--- src/hdl/regExecPkg.sv ---
`default_nettype none

package regExecPkg;

    localparam int REG_COUNT = 32;             // Architectural registers
    localparam logic [4:0] REG_ZERO = 5'd0;    // Always reads zero
    localparam logic [4:0] REG_ONE = 5'd1;     // Always reads one

    typedef logic [4:0] regAddr_t;
    typedef logic [31:0] word_t;

    // Major opcodes, standard MIPS values
    typedef enum logic [5:0] {
        OP_RTYPE = 6'h00,
        OP_ADDI  = 6'h08,
        OP_ANDI  = 6'h0C,
        OP_ORI   = 6'h0D,
        OP_LUI   = 6'h0F
    } opcode_t;

    // R-type function field
    typedef enum logic [5:0] {
        FN_ADD = 6'h20,
        FN_SUB = 6'h22,
        FN_AND = 6'h24,
        FN_OR  = 6'h25,
        FN_XOR = 6'h26,
        FN_SLT = 6'h2A
    } funct_t;

    typedef enum logic [2:0] {
        ALU_ADD,
        ALU_SUB,
        ALU_AND,
        ALU_OR,
        ALU_XOR,
        ALU_SLT,
        ALU_LUI
    } aluOp_t;

    typedef struct packed {
        opcode_t  op;
        regAddr_t rs;
        regAddr_t rt;
        regAddr_t rd;
        logic [4:0] shamt;
        funct_t   funct;
    } rType_t;

    typedef struct packed {
        opcode_t  op;
        regAddr_t rs;
        regAddr_t rt;
        logic [15:0] imm;
    } iType_t;

    // Same 32 bits seen as R-type or I-type
    typedef union packed {
        rType_t r;
        iType_t i;
    } instrWord_t;

    typedef struct packed {
        aluOp_t   aluOp;
        logic     useImm;     // Second operand from imm
        word_t    imm;        // Already extended
        regAddr_t dest;
        logic     writeEn;
        logic     illegal;
    } ctrl_t;

endpackage

`default_nettype wire
--- src/hdl/regExecTop.sv ---
`timescale 1ns/100ps
`default_nettype none

module regExecTop (
    input  logic                   clk,
    input  logic                   rst,
    input  logic                   instrValid,
    input  regExecPkg::instrWord_t instr,
    output logic                   resultValid,
    output regExecPkg::word_t      result,
    output regExecPkg::regAddr_t   resultDest,
    output logic                   illegal
);

    import regExecPkg::*;

    ctrl_t ctrl;
    word_t readData1;
    word_t readData2;
    word_t aluResult;
    logic  regWrite;

    assign regWrite = instrValid & ctrl.writeEn;    // Lands at the accepting edge

    regFile uRegFile (
        .clk       (clk),
        .rst       (rst),
        .readReg1  (instr.r.rs),
        .readReg2  (instr.r.rt),
        .writeReg  (ctrl.dest),
        .writeData (aluResult),
        .regWrite  (regWrite),
        .readData1 (readData1),
        .readData2 (readData2)
    );

    instrDecode uInstrDecode (
        .instr (instr),
        .ctrl  (ctrl)
    );

    aluUnit uAluUnit (
        .operandA  (readData1),
        .operandB  (readData2),
        .ctrl      (ctrl),
        .aluResult (aluResult)
    );

    // Report pulses, one cycle after the strobe
    always_ff @(posedge clk) begin
        if (rst) begin
            resultValid <= 1'b0;
            illegal     <= 1'b0;
        end else begin
            resultValid <= instrValid & ~ctrl.illegal;
            illegal     <= instrValid & ctrl.illegal;
        end
    end

    // Result payload
    always_ff @(posedge clk) begin
        if (instrValid) begin
            result     <= aluResult;
            resultDest <= ctrl.dest;    // Reported even for r0 and r1
        end
    end

endmodule

`default_nettype wire

--- src/hdl/aluUnit.sv ---
`timescale 1ns/100ps
`default_nettype none

module aluUnit (
    input  regExecPkg::word_t operandA,
    input  regExecPkg::word_t operandB,
    input  regExecPkg::ctrl_t ctrl,
    output regExecPkg::word_t aluResult
);

    import regExecPkg::*;

    word_t opB;
    logic  lessThan;

    assign opB = ctrl.useImm ? ctrl.imm : operandB;    // Immediate or rt
    assign lessThan = $signed(operandA) < $signed(opB);

    always_comb begin
        case (ctrl.aluOp)
            ALU_ADD: aluResult = operandA + opB;
            ALU_SUB: aluResult = operandA - opB;
            ALU_AND: aluResult = operandA & opB;
            ALU_OR:  aluResult = operandA | opB;
            ALU_XOR: aluResult = operandA ^ opB;
            ALU_SLT: aluResult = {31'd0, lessThan};     // Signed compare
            ALU_LUI: aluResult = {opB[15:0], 16'h0000};
            default: aluResult = '0;
        endcase
    end

endmodule

`default_nettype wire

--- src/hdl/instrDecode.sv ---
`timescale 1ns/100ps
`default_nettype none

module instrDecode (
    input  regExecPkg::instrWord_t instr,
    output regExecPkg::ctrl_t      ctrl
);

    import regExecPkg::*;

    always_comb begin
        ctrl.aluOp   = ALU_ADD;
        ctrl.useImm  = 1'b0;
        ctrl.imm     = '0;
        ctrl.dest    = instr.i.rt;       // I-type writes rt
        ctrl.writeEn = 1'b1;
        ctrl.illegal = 1'b0;

        case (instr.r.op)
            OP_RTYPE: begin
                ctrl.dest = instr.r.rd;    // R-type writes rd
                case (instr.r.funct)
                    FN_ADD: ctrl.aluOp = ALU_ADD;
                    FN_SUB: ctrl.aluOp = ALU_SUB;
                    FN_AND: ctrl.aluOp = ALU_AND;
                    FN_OR:  ctrl.aluOp = ALU_OR;
                    FN_XOR: ctrl.aluOp = ALU_XOR;
                    FN_SLT: ctrl.aluOp = ALU_SLT;
                    default: begin
                        ctrl.illegal = 1'b1;
                    end
                endcase
            end
            OP_ADDI: begin
                ctrl.aluOp  = ALU_ADD;
                ctrl.useImm = 1'b1;
                ctrl.imm    = {{16{instr.i.imm[15]}}, instr.i.imm};    // Sign extend
            end
            OP_ANDI: begin
                ctrl.aluOp  = ALU_AND;
                ctrl.useImm = 1'b1;
                ctrl.imm    = {16'h0000, instr.i.imm};    // Zero extend
            end
            OP_ORI: begin
                ctrl.aluOp  = ALU_OR;
                ctrl.useImm = 1'b1;
                ctrl.imm    = {16'h0000, instr.i.imm};
            end
            OP_LUI: begin
                ctrl.aluOp  = ALU_LUI;
                ctrl.useImm = 1'b1;
                ctrl.imm    = {16'h0000, instr.i.imm};    // ALU moves it up
            end
            default: begin
                ctrl.illegal = 1'b1;
            end
        endcase

        // Illegal words never touch the register file
        if (ctrl.illegal) begin
            ctrl.writeEn = 1'b0;
        end
    end

endmodule

`default_nettype wire

--- src/hdl/regFile.sv ---
`timescale 1ns/100ps
`default_nettype none

module regFile (
    input  logic                 clk,
    input  logic                 rst,
    input  regExecPkg::regAddr_t readReg1,
    input  regExecPkg::regAddr_t readReg2,
    input  regExecPkg::regAddr_t writeReg,
    input  regExecPkg::word_t    writeData,
    input  logic                 regWrite,
    output regExecPkg::word_t    readData1,
    output regExecPkg::word_t    readData2
);

    import regExecPkg::*;

    word_t registers [REG_COUNT];

    // Registers 0 and 1 are hardwired constants on the read side
    function automatic word_t readPort(regAddr_t addr);
        word_t value;
        if (addr == REG_ZERO) begin
            value = 32'd0;
        end else if (addr == REG_ONE) begin
            value = 32'd1;
        end else begin
            value = registers[addr];
        end
        return value;
    endfunction

    assign readData1 = readPort(readReg1);
    assign readData2 = readPort(readReg2);

    always_ff @(posedge clk) begin
        if (rst) begin
            for (int idx = 0; idx < REG_COUNT; idx++) begin
                registers[idx] <= '0;
            end
        end else if (regWrite && writeReg != REG_ZERO && writeReg != REG_ONE) begin
            registers[writeReg] <= writeData;    // Constant registers never written
        end
    end

endmodule

`default_nettype wire

--- config.mk ---
export PLATFORM = sky130hd
export DESIGN_NAME = regExecTop
export DESIGN_NICKNAME = d
export VERILOG_FILES = /design/src/hdl/regExecPkg.sv /design/src/hdl/regExecTop.sv /design/src/hdl/aluUnit.sv /design/src/hdl/instrDecode.sv /design/src/hdl/regFile.sv
export SDC_FILE = /design/constraint.sdc
export NUM_CORES = 2
export LEC_CHECK = 0
export BUFFER_PORTS_ARGS = -buffer_cell sky130_fd_sc_hd__buf_2
export CAP_MARGIN = 20
export CORE_UTILIZATION = 30
export DETAILED_ROUTE_END_ITERATION = 8
export GPL_TIMING_DRIVEN = 1
export HOLD_SLACK_MARGIN = 0.15
export PLACE_DENSITY = 0.45
export REMOVE_ABC_BUFFERS = 1
export SLEW_MARGIN = 10
export SYNTH_ARGS = -nofsm -noshare
export SYNTH_HDL_FRONTEND = slang
export SYNTH_SLANG_ARGS = --single-unit
--- constraint.sdc ---
create_clock -name clk -period 13.8 [get_ports clk]
set_clock_uncertainty 0.05 [all_clocks]
set_input_delay 2.76 -clock clk [delete_from_list [all_inputs] [get_ports clk]]
set_output_delay 2.76 -clock clk [all_outputs]
set_load 0.005 [all_outputs]
==> After elaboration in Yosys (flattened, before gate mapping) <==
Memories as Yosys holds them, arrays and structs flattened.
Cells that the tools add are included.
{ "classes": {"n_addsub": 2, "reduce_logical": 11, "magnitude_cmp": 1, "n_eq_ne": 19, "n_mux": 21, "bitwise": 7} }
{ "op_table": {"columns": ["operator", "count"], "rows": [
  ["$pmux W32 S7", 1],
  ["$mux W32", 6],
  ["$pmux W33 S2", 1],
  ["$eq A6 B6 Y1 const B", 6],
  ["$add A32 B32 Y32", 1],
  ["$and A32 B32 Y32", 1],
  ["$lt A32 B32 Y1", 1],
  ["$or A32 B32 Y32", 1],
  ["$reduce_or A32 Y1", 1],
  ["$sub A32 B32 Y32", 1],
  ["$xor A32 B32 Y32", 1],
  ["$eq A6 B4 Y1 const B", 4],
  ["$pmux W3 S5", 1],
  ["$pmux W3 S4", 1],
  ["$eq A5 B1 Y1 const B", 2],
  ["$logic_not A5 Y1", 2],
  ["$mux W5", 2],
  ["$eq A3 B3 Y1 const B", 3],
  ["$mux W1", 8],
  ["$eq A3 B2 Y1 const B", 2],
  ["$logic_not A6 Y1", 1],
  ["$reduce_or A6 Y1", 1],
  ["$ne A5 B1 Y1 const B", 1],
  ["$reduce_bool A5 Y1", 1],
  ["other kinds (8)", 11]
]} }
{ "word_totals": {"regBits": 39, "wordCells": 66, "output_inout_bits": 39, "ram_bits": 1024, "mem_count": 1} }
{ "memory_table": {"columns": ["name", "words", "word_bits", "rd", "rd_clocked_by_memory_dff", "wr", "line", "source"], "rows": [
  ["uRegFile.registers", 32, 32, 2, 0, 32, "regFile.sv:18", "word_t registers [REG_COUNT];"]
]} }

==> Longest topological paths before layout <==
{ "logic_depth": {"word_depth": 13, "mapped_depth": 26, "ltp_nobuf": 18} }

==> Modules after synthesis <==
A second synthesis with hierarchy kept.
{ "hier_totals": {"hier_cells": 4365, "area_unflattened_um2": 61406.4} }
{ "by_module_without_submodules": {"columns": ["mod", "area_each_um2", "n_inst", "cells_per_inst"], "rows": [
  ["regFile", 54104.4, 1, 3413],
  ["aluUnit", 5630.4, 1, 844],
  ["regExecTop", 1178.6, 1, 42],
  ["instrDecode", 493.0, 1, 66]
]} }

==> Worst setup path after synthesis <==
OpenSTA, ideal clock, no wires.
{ "synth_path": {"path_type": "input port to flip-flop", "start": "input port instr[21] in the netlist's numbering", "end": "memory uRegFile.registers[10][29] in the netlist's numbering, data pin", "slack_ps": 5573, "path_buffers": 6, "arrival_time_ps": 7912, "path_stages": 20, "path_cell_list": "clkbuf_1 clkbuf_1 buf_1 clkbuf_1 mux4_2 mux4_2 nand2_1 a21oi_1 ha_1 clkbuf_1 nand3_1 o211ai_1 nand4_1 a211oi_1 o211ai_1 a31oi_1 a311oi_1 o41ai_2 buf_6 nor2_1"} }
{ "synth_lines": {"columns": ["element", "line", "source"], "rows": [
  ["start: declaration", "regExecTop.sv:8", "input regExecPkg::instrWord_t instr,"],
  ["end: declaration", "regFile.sv:18", null]
]} }

==> metrics.md <==
| Metric | Value |
|---|---|
| Status | `complete, no violations` |
| Nets | `4,323` |
| Max_slew headroom | `24.5%` |
| RSZ-0062 raised after global routing | `no` |
| WL/cell | `33.6 um` |
| Post-synthesis register bit count | `1,061` |
| Setup TNS | `0 ns` |
| Cell Chain, Critical Path | `buf_8 -> buf_12 -> mux4_2 -> mux4_2 -> nand2b_1 -> a22o_1 -> ha_1 -> nor4_1 -> and2_1 -> a311oi_1 -> a211oi_1 -> nor2_1 -> a221o_1 -> a221oi_4 -> buf_4 -> nor2_1` |
| Area Growth Syn to Fin | `13.5%` |
| Drt drc | `0` |
| Final setup viols | `0` |
| Tmin final | `9.22 ns` |
| Vias in the first global route | `39.0k` |
| Main combinational cell family by area after synthesis | `multiplexers` |
| Post-synth EDFFs | `1,059` |
| Max Root-Sink Buffers | `3` |
| Complex-gate fraction of the synthesized area | `5.16%` |
| Mux cell area share after synthesis | `24.8%` |
| Endpoints failing hold | `0` |
| Remaining global-route overflow | `0` |
| Synth Flop Type | `edfxtp_1` |
| Commonest non-fill, non-tap cell in the layout | `edfxtp_1` |
| Max Fclk | `108 MHz` |
| Initial core utilization | `30.3%` |
| Routability congestion estimate | `0.940` |
| Via count | `39.0k` |
| Synthesized-area fraction occupied by adder cells | `2.14%` |
| Via/cell ratio | `5.73` |
| Tightest Pin Transition | `1.13 ns` |
| Crit path largest cell delay | `0.79 ns` |
| Core area | `193,000 um2` |
| Top area cells in the synthesized netlist | `edfxtp_1, mux4_2, nor2_1` |
| Crit-path slowest cell | `a221oi_4` |
| Xor and xnor fraction of the mapped netlist area | `0.134%` |
| Commonest cells after routing, fill and taps aside | `edfxtp_1, nor2_1, mux4_2` |
| Reg2reg path depth | `15` |
| Max rail drop VDD | `0.000110 V` |
| CTS Sinks | `1,061` |
| Synthesized cell area | `58,600 um2` |
| Post-CTS Resized | `0` |
| Die H | `444 um` |
| Cell variety after synth | `82` |
| Avg Synthesized Cell Area | `14.0 um2` |
| Share of post-route cells with drive strength above 1 | `26.7%` |
| Clk slew on worst S/H paths | `0.06 ns` |
| Crit Path Category | `input pin to flip-flop` |
| Post-CTS Hold Fix Bufs | `0` |
| Routed WL | `229,000 um` |
| Postcts setup bufs | `0` |
| Ys Warns | `0` |
| Largest net degree at the start of global routing | `105` |
| Pwr Density | `137 nW/um2` |
| CP Max Fanout | `83` |
| Final Total Pwr | `9.13 mW` |
| DRT Pass-1 Iters | `5` |
| Antenna Nets Post-Route | `0` |
| Arr. time, crit path | `9.69 ns` |
| Global-route usage over all layers | `23.1%` |
| Post-Synthesis Cells | `4,186` |
| Die X | `444 um` |
| Die area | `197,000 um2` |
| CTS tree | `built` |
| Worst setup SP type | `input pin` |
| CTS HTree Levels | `4` |
| Boundary Pins | `74` |
| Synth async-reset ratio | `0%` |
| Num rows | `161` |
| Sum of net half-perimeters after detailed placement | `141,000 um` |
| IO Port Bufs | `73` |
| Synth top area share | `54.2%` |
| First-pass GRT wire length | `318,000 um` |
| Period utilization | `66.8%` |
| Inserted Clock Buffers | `131` |
| Register area share after synthesis | `54.3%` |
| Antenna violations before repair | `12` |
| Crit. End Element | `flip-flop` |
| Synth area leader | `edfxtp_1` |
| Worst min-delay path category | `flip-flop to flip-flop` |
| Starting DRT DRC Count | `4,781` |
| Slew Limit Fails | `0` |
| WHS Path Cells | `7` |
| Max-cap check violation count | `0` |
| Lkg Pwr | `23.9 nW` |
| CP required | `14.26 ns` |
| Clk_lat worst skew | `0.82 ns` |
| Root Driver | `clkbuf_16` |
| Post-Synth Simple-Gate Area | `9.50%` |
-- power by group --
group,switching [mW],leakage [nW],internal (mW)
Combinational,1.34,10.9,0.601
Sequential,0.0650,10.9,3.69
Clock,1.49,2.05,1.95
Total,2.89,23.9,6.24
-- layer usage --
| layer | routed length, um | vias up | track usage (%) |
|---|---|---|---|
| li1 | - | 16041 | - |
| met1 | 97000 | 20924 | 31.9 |
| met2 | 106000 | 1756 | 36.4 |
| met3 | 16300 | 322 | 3.72 |
| met4 | 9360 | 0 | 9.12 |
| met5 | 0 | - | 0 |
-- cell families (layout without fill, tap and decap cells) --
| kind of cell | Yosys count | count (layout) |
|---|---|---|
| adder cells (fa/ha/maj) | 99 | 99 |
| flip-flops | 1061 | 1061 |
| buffers and inverters | 547 | 592 |
| AND/OR/NAND/NOR | 1354 | 1354 |
| multiplexers | 676 | 676 |
| XOR/XNOR | 9 | 9 |
| AO/OA/AOI/OAI | 439 | 439 |
| other | 1 | 63 |
-- registers in the layout (all words and copies together), names as in the netlist --
signal	flops
illegal	1
uRegFile.registers	1022
resultDest	5
result	32
resultValid	1
-- layout make-up --
type,count,area (um2)
fillers,18679,127000
flip-flops and latches,1061,31800
multi-input cells,2639,25200
clock buffers,160,3450
well taps,2526,3160
repair buffers,219,1650
clock inverters,76,734
inverters,137,517
diodes,1,2.50
-- worst paths after layout --
| check | from | to | slack [ns] |
|---|---|---|---|
| setup / recovery | instr[16] | uRegFile.registers[3][22]$_SDFFCE_PN0P_ | 4.58 |
| hold / removal | uRegFile.registers[24][1]$_SDFFCE_PN0P_ | uRegFile.registers[19][17]$_SDFFCE_PN0P_ | 1.58 |
| setup reg to reg | uRegFile.registers[4][2]$_SDFFCE_PN0P_ | uRegFile.registers[3][22]$_SDFFCE_PN0P_ | 7.42 |
| hold reg to reg | uRegFile.registers[24][1]$_SDFFCE_PN0P_ | uRegFile.registers[19][17]$_SDFFCE_PN0P_ | 1.58 |
-- worst max-delay path, delay by kind of cell --
family	cells	cell delay, ns
simple gates	5	1.07
mux	2	1.13
compound gates	5	2.39
buf+inv	3	1.55
fa+ha+maj	1	0.53
-- stage by stage --
| stage | hold slack, ns | utilization (%) | instances | setup WS [ns] | instance area [um2] |
|---|---|---|---|---|---|
| floorplan | 1.46 | - | 3837 | 4.15 | 57100 |
| global placement | 1.79 | 32.2 | 6578 | 3.70 | 62300 |
| detailed placement | 1.55 | 32.3 | 6582 | 3.77 | 62400 |
| CTS | 1.58 | 34.4 | 6818 | 4.64 | 66600 |
| global route | 1.68 | 34.4 | 6818 | 4.12 | 66600 |
| finish | 1.58 | 34.4 | 6819 | 4.58 | 66600 |
-- synth_stat cells (8+ instances only) --
| library cell | instances |
|---|---|
| nor2b_1 | 19 |
| o21ai_0 | 63 |
| o21a_1 | 8 |
| mux4_2 | 619 |
| buf_4 | 8 |
| a31oi_1 | 9 |
| ha_1 | 97 |
| o21bai_1 | 8 |
| or3_1 | 12 |
| edfxtp_1 | 1059 |
| a21o_1 | 31 |
| nand2_1 | 125 |
| inv_2 | 9 |
| a221o_1 | 17 |
| o22ai_1 | 24 |
| o211ai_1 | 12 |
| nand4_1 | 9 |
| nand2b_1 | 69 |
| mux2i_1 | 50 |
| nor2_1 | 1033 |
| a221oi_1 | 15 |
| inv_1 | 128 |
| nor3_1 | 22 |
| a21oi_1 | 114 |
| nand3_1 | 19 |
| o31ai_1 | 10 |
| o221ai_1 | 21 |
| a211oi_1 | 19 |
| buf_1 | 57 |
| buf_2 | 146 |
| clkbuf_1 | 193 |
| a22oi_1 | 22 |
No activity file was read; power rests on OpenSTA's default activity.
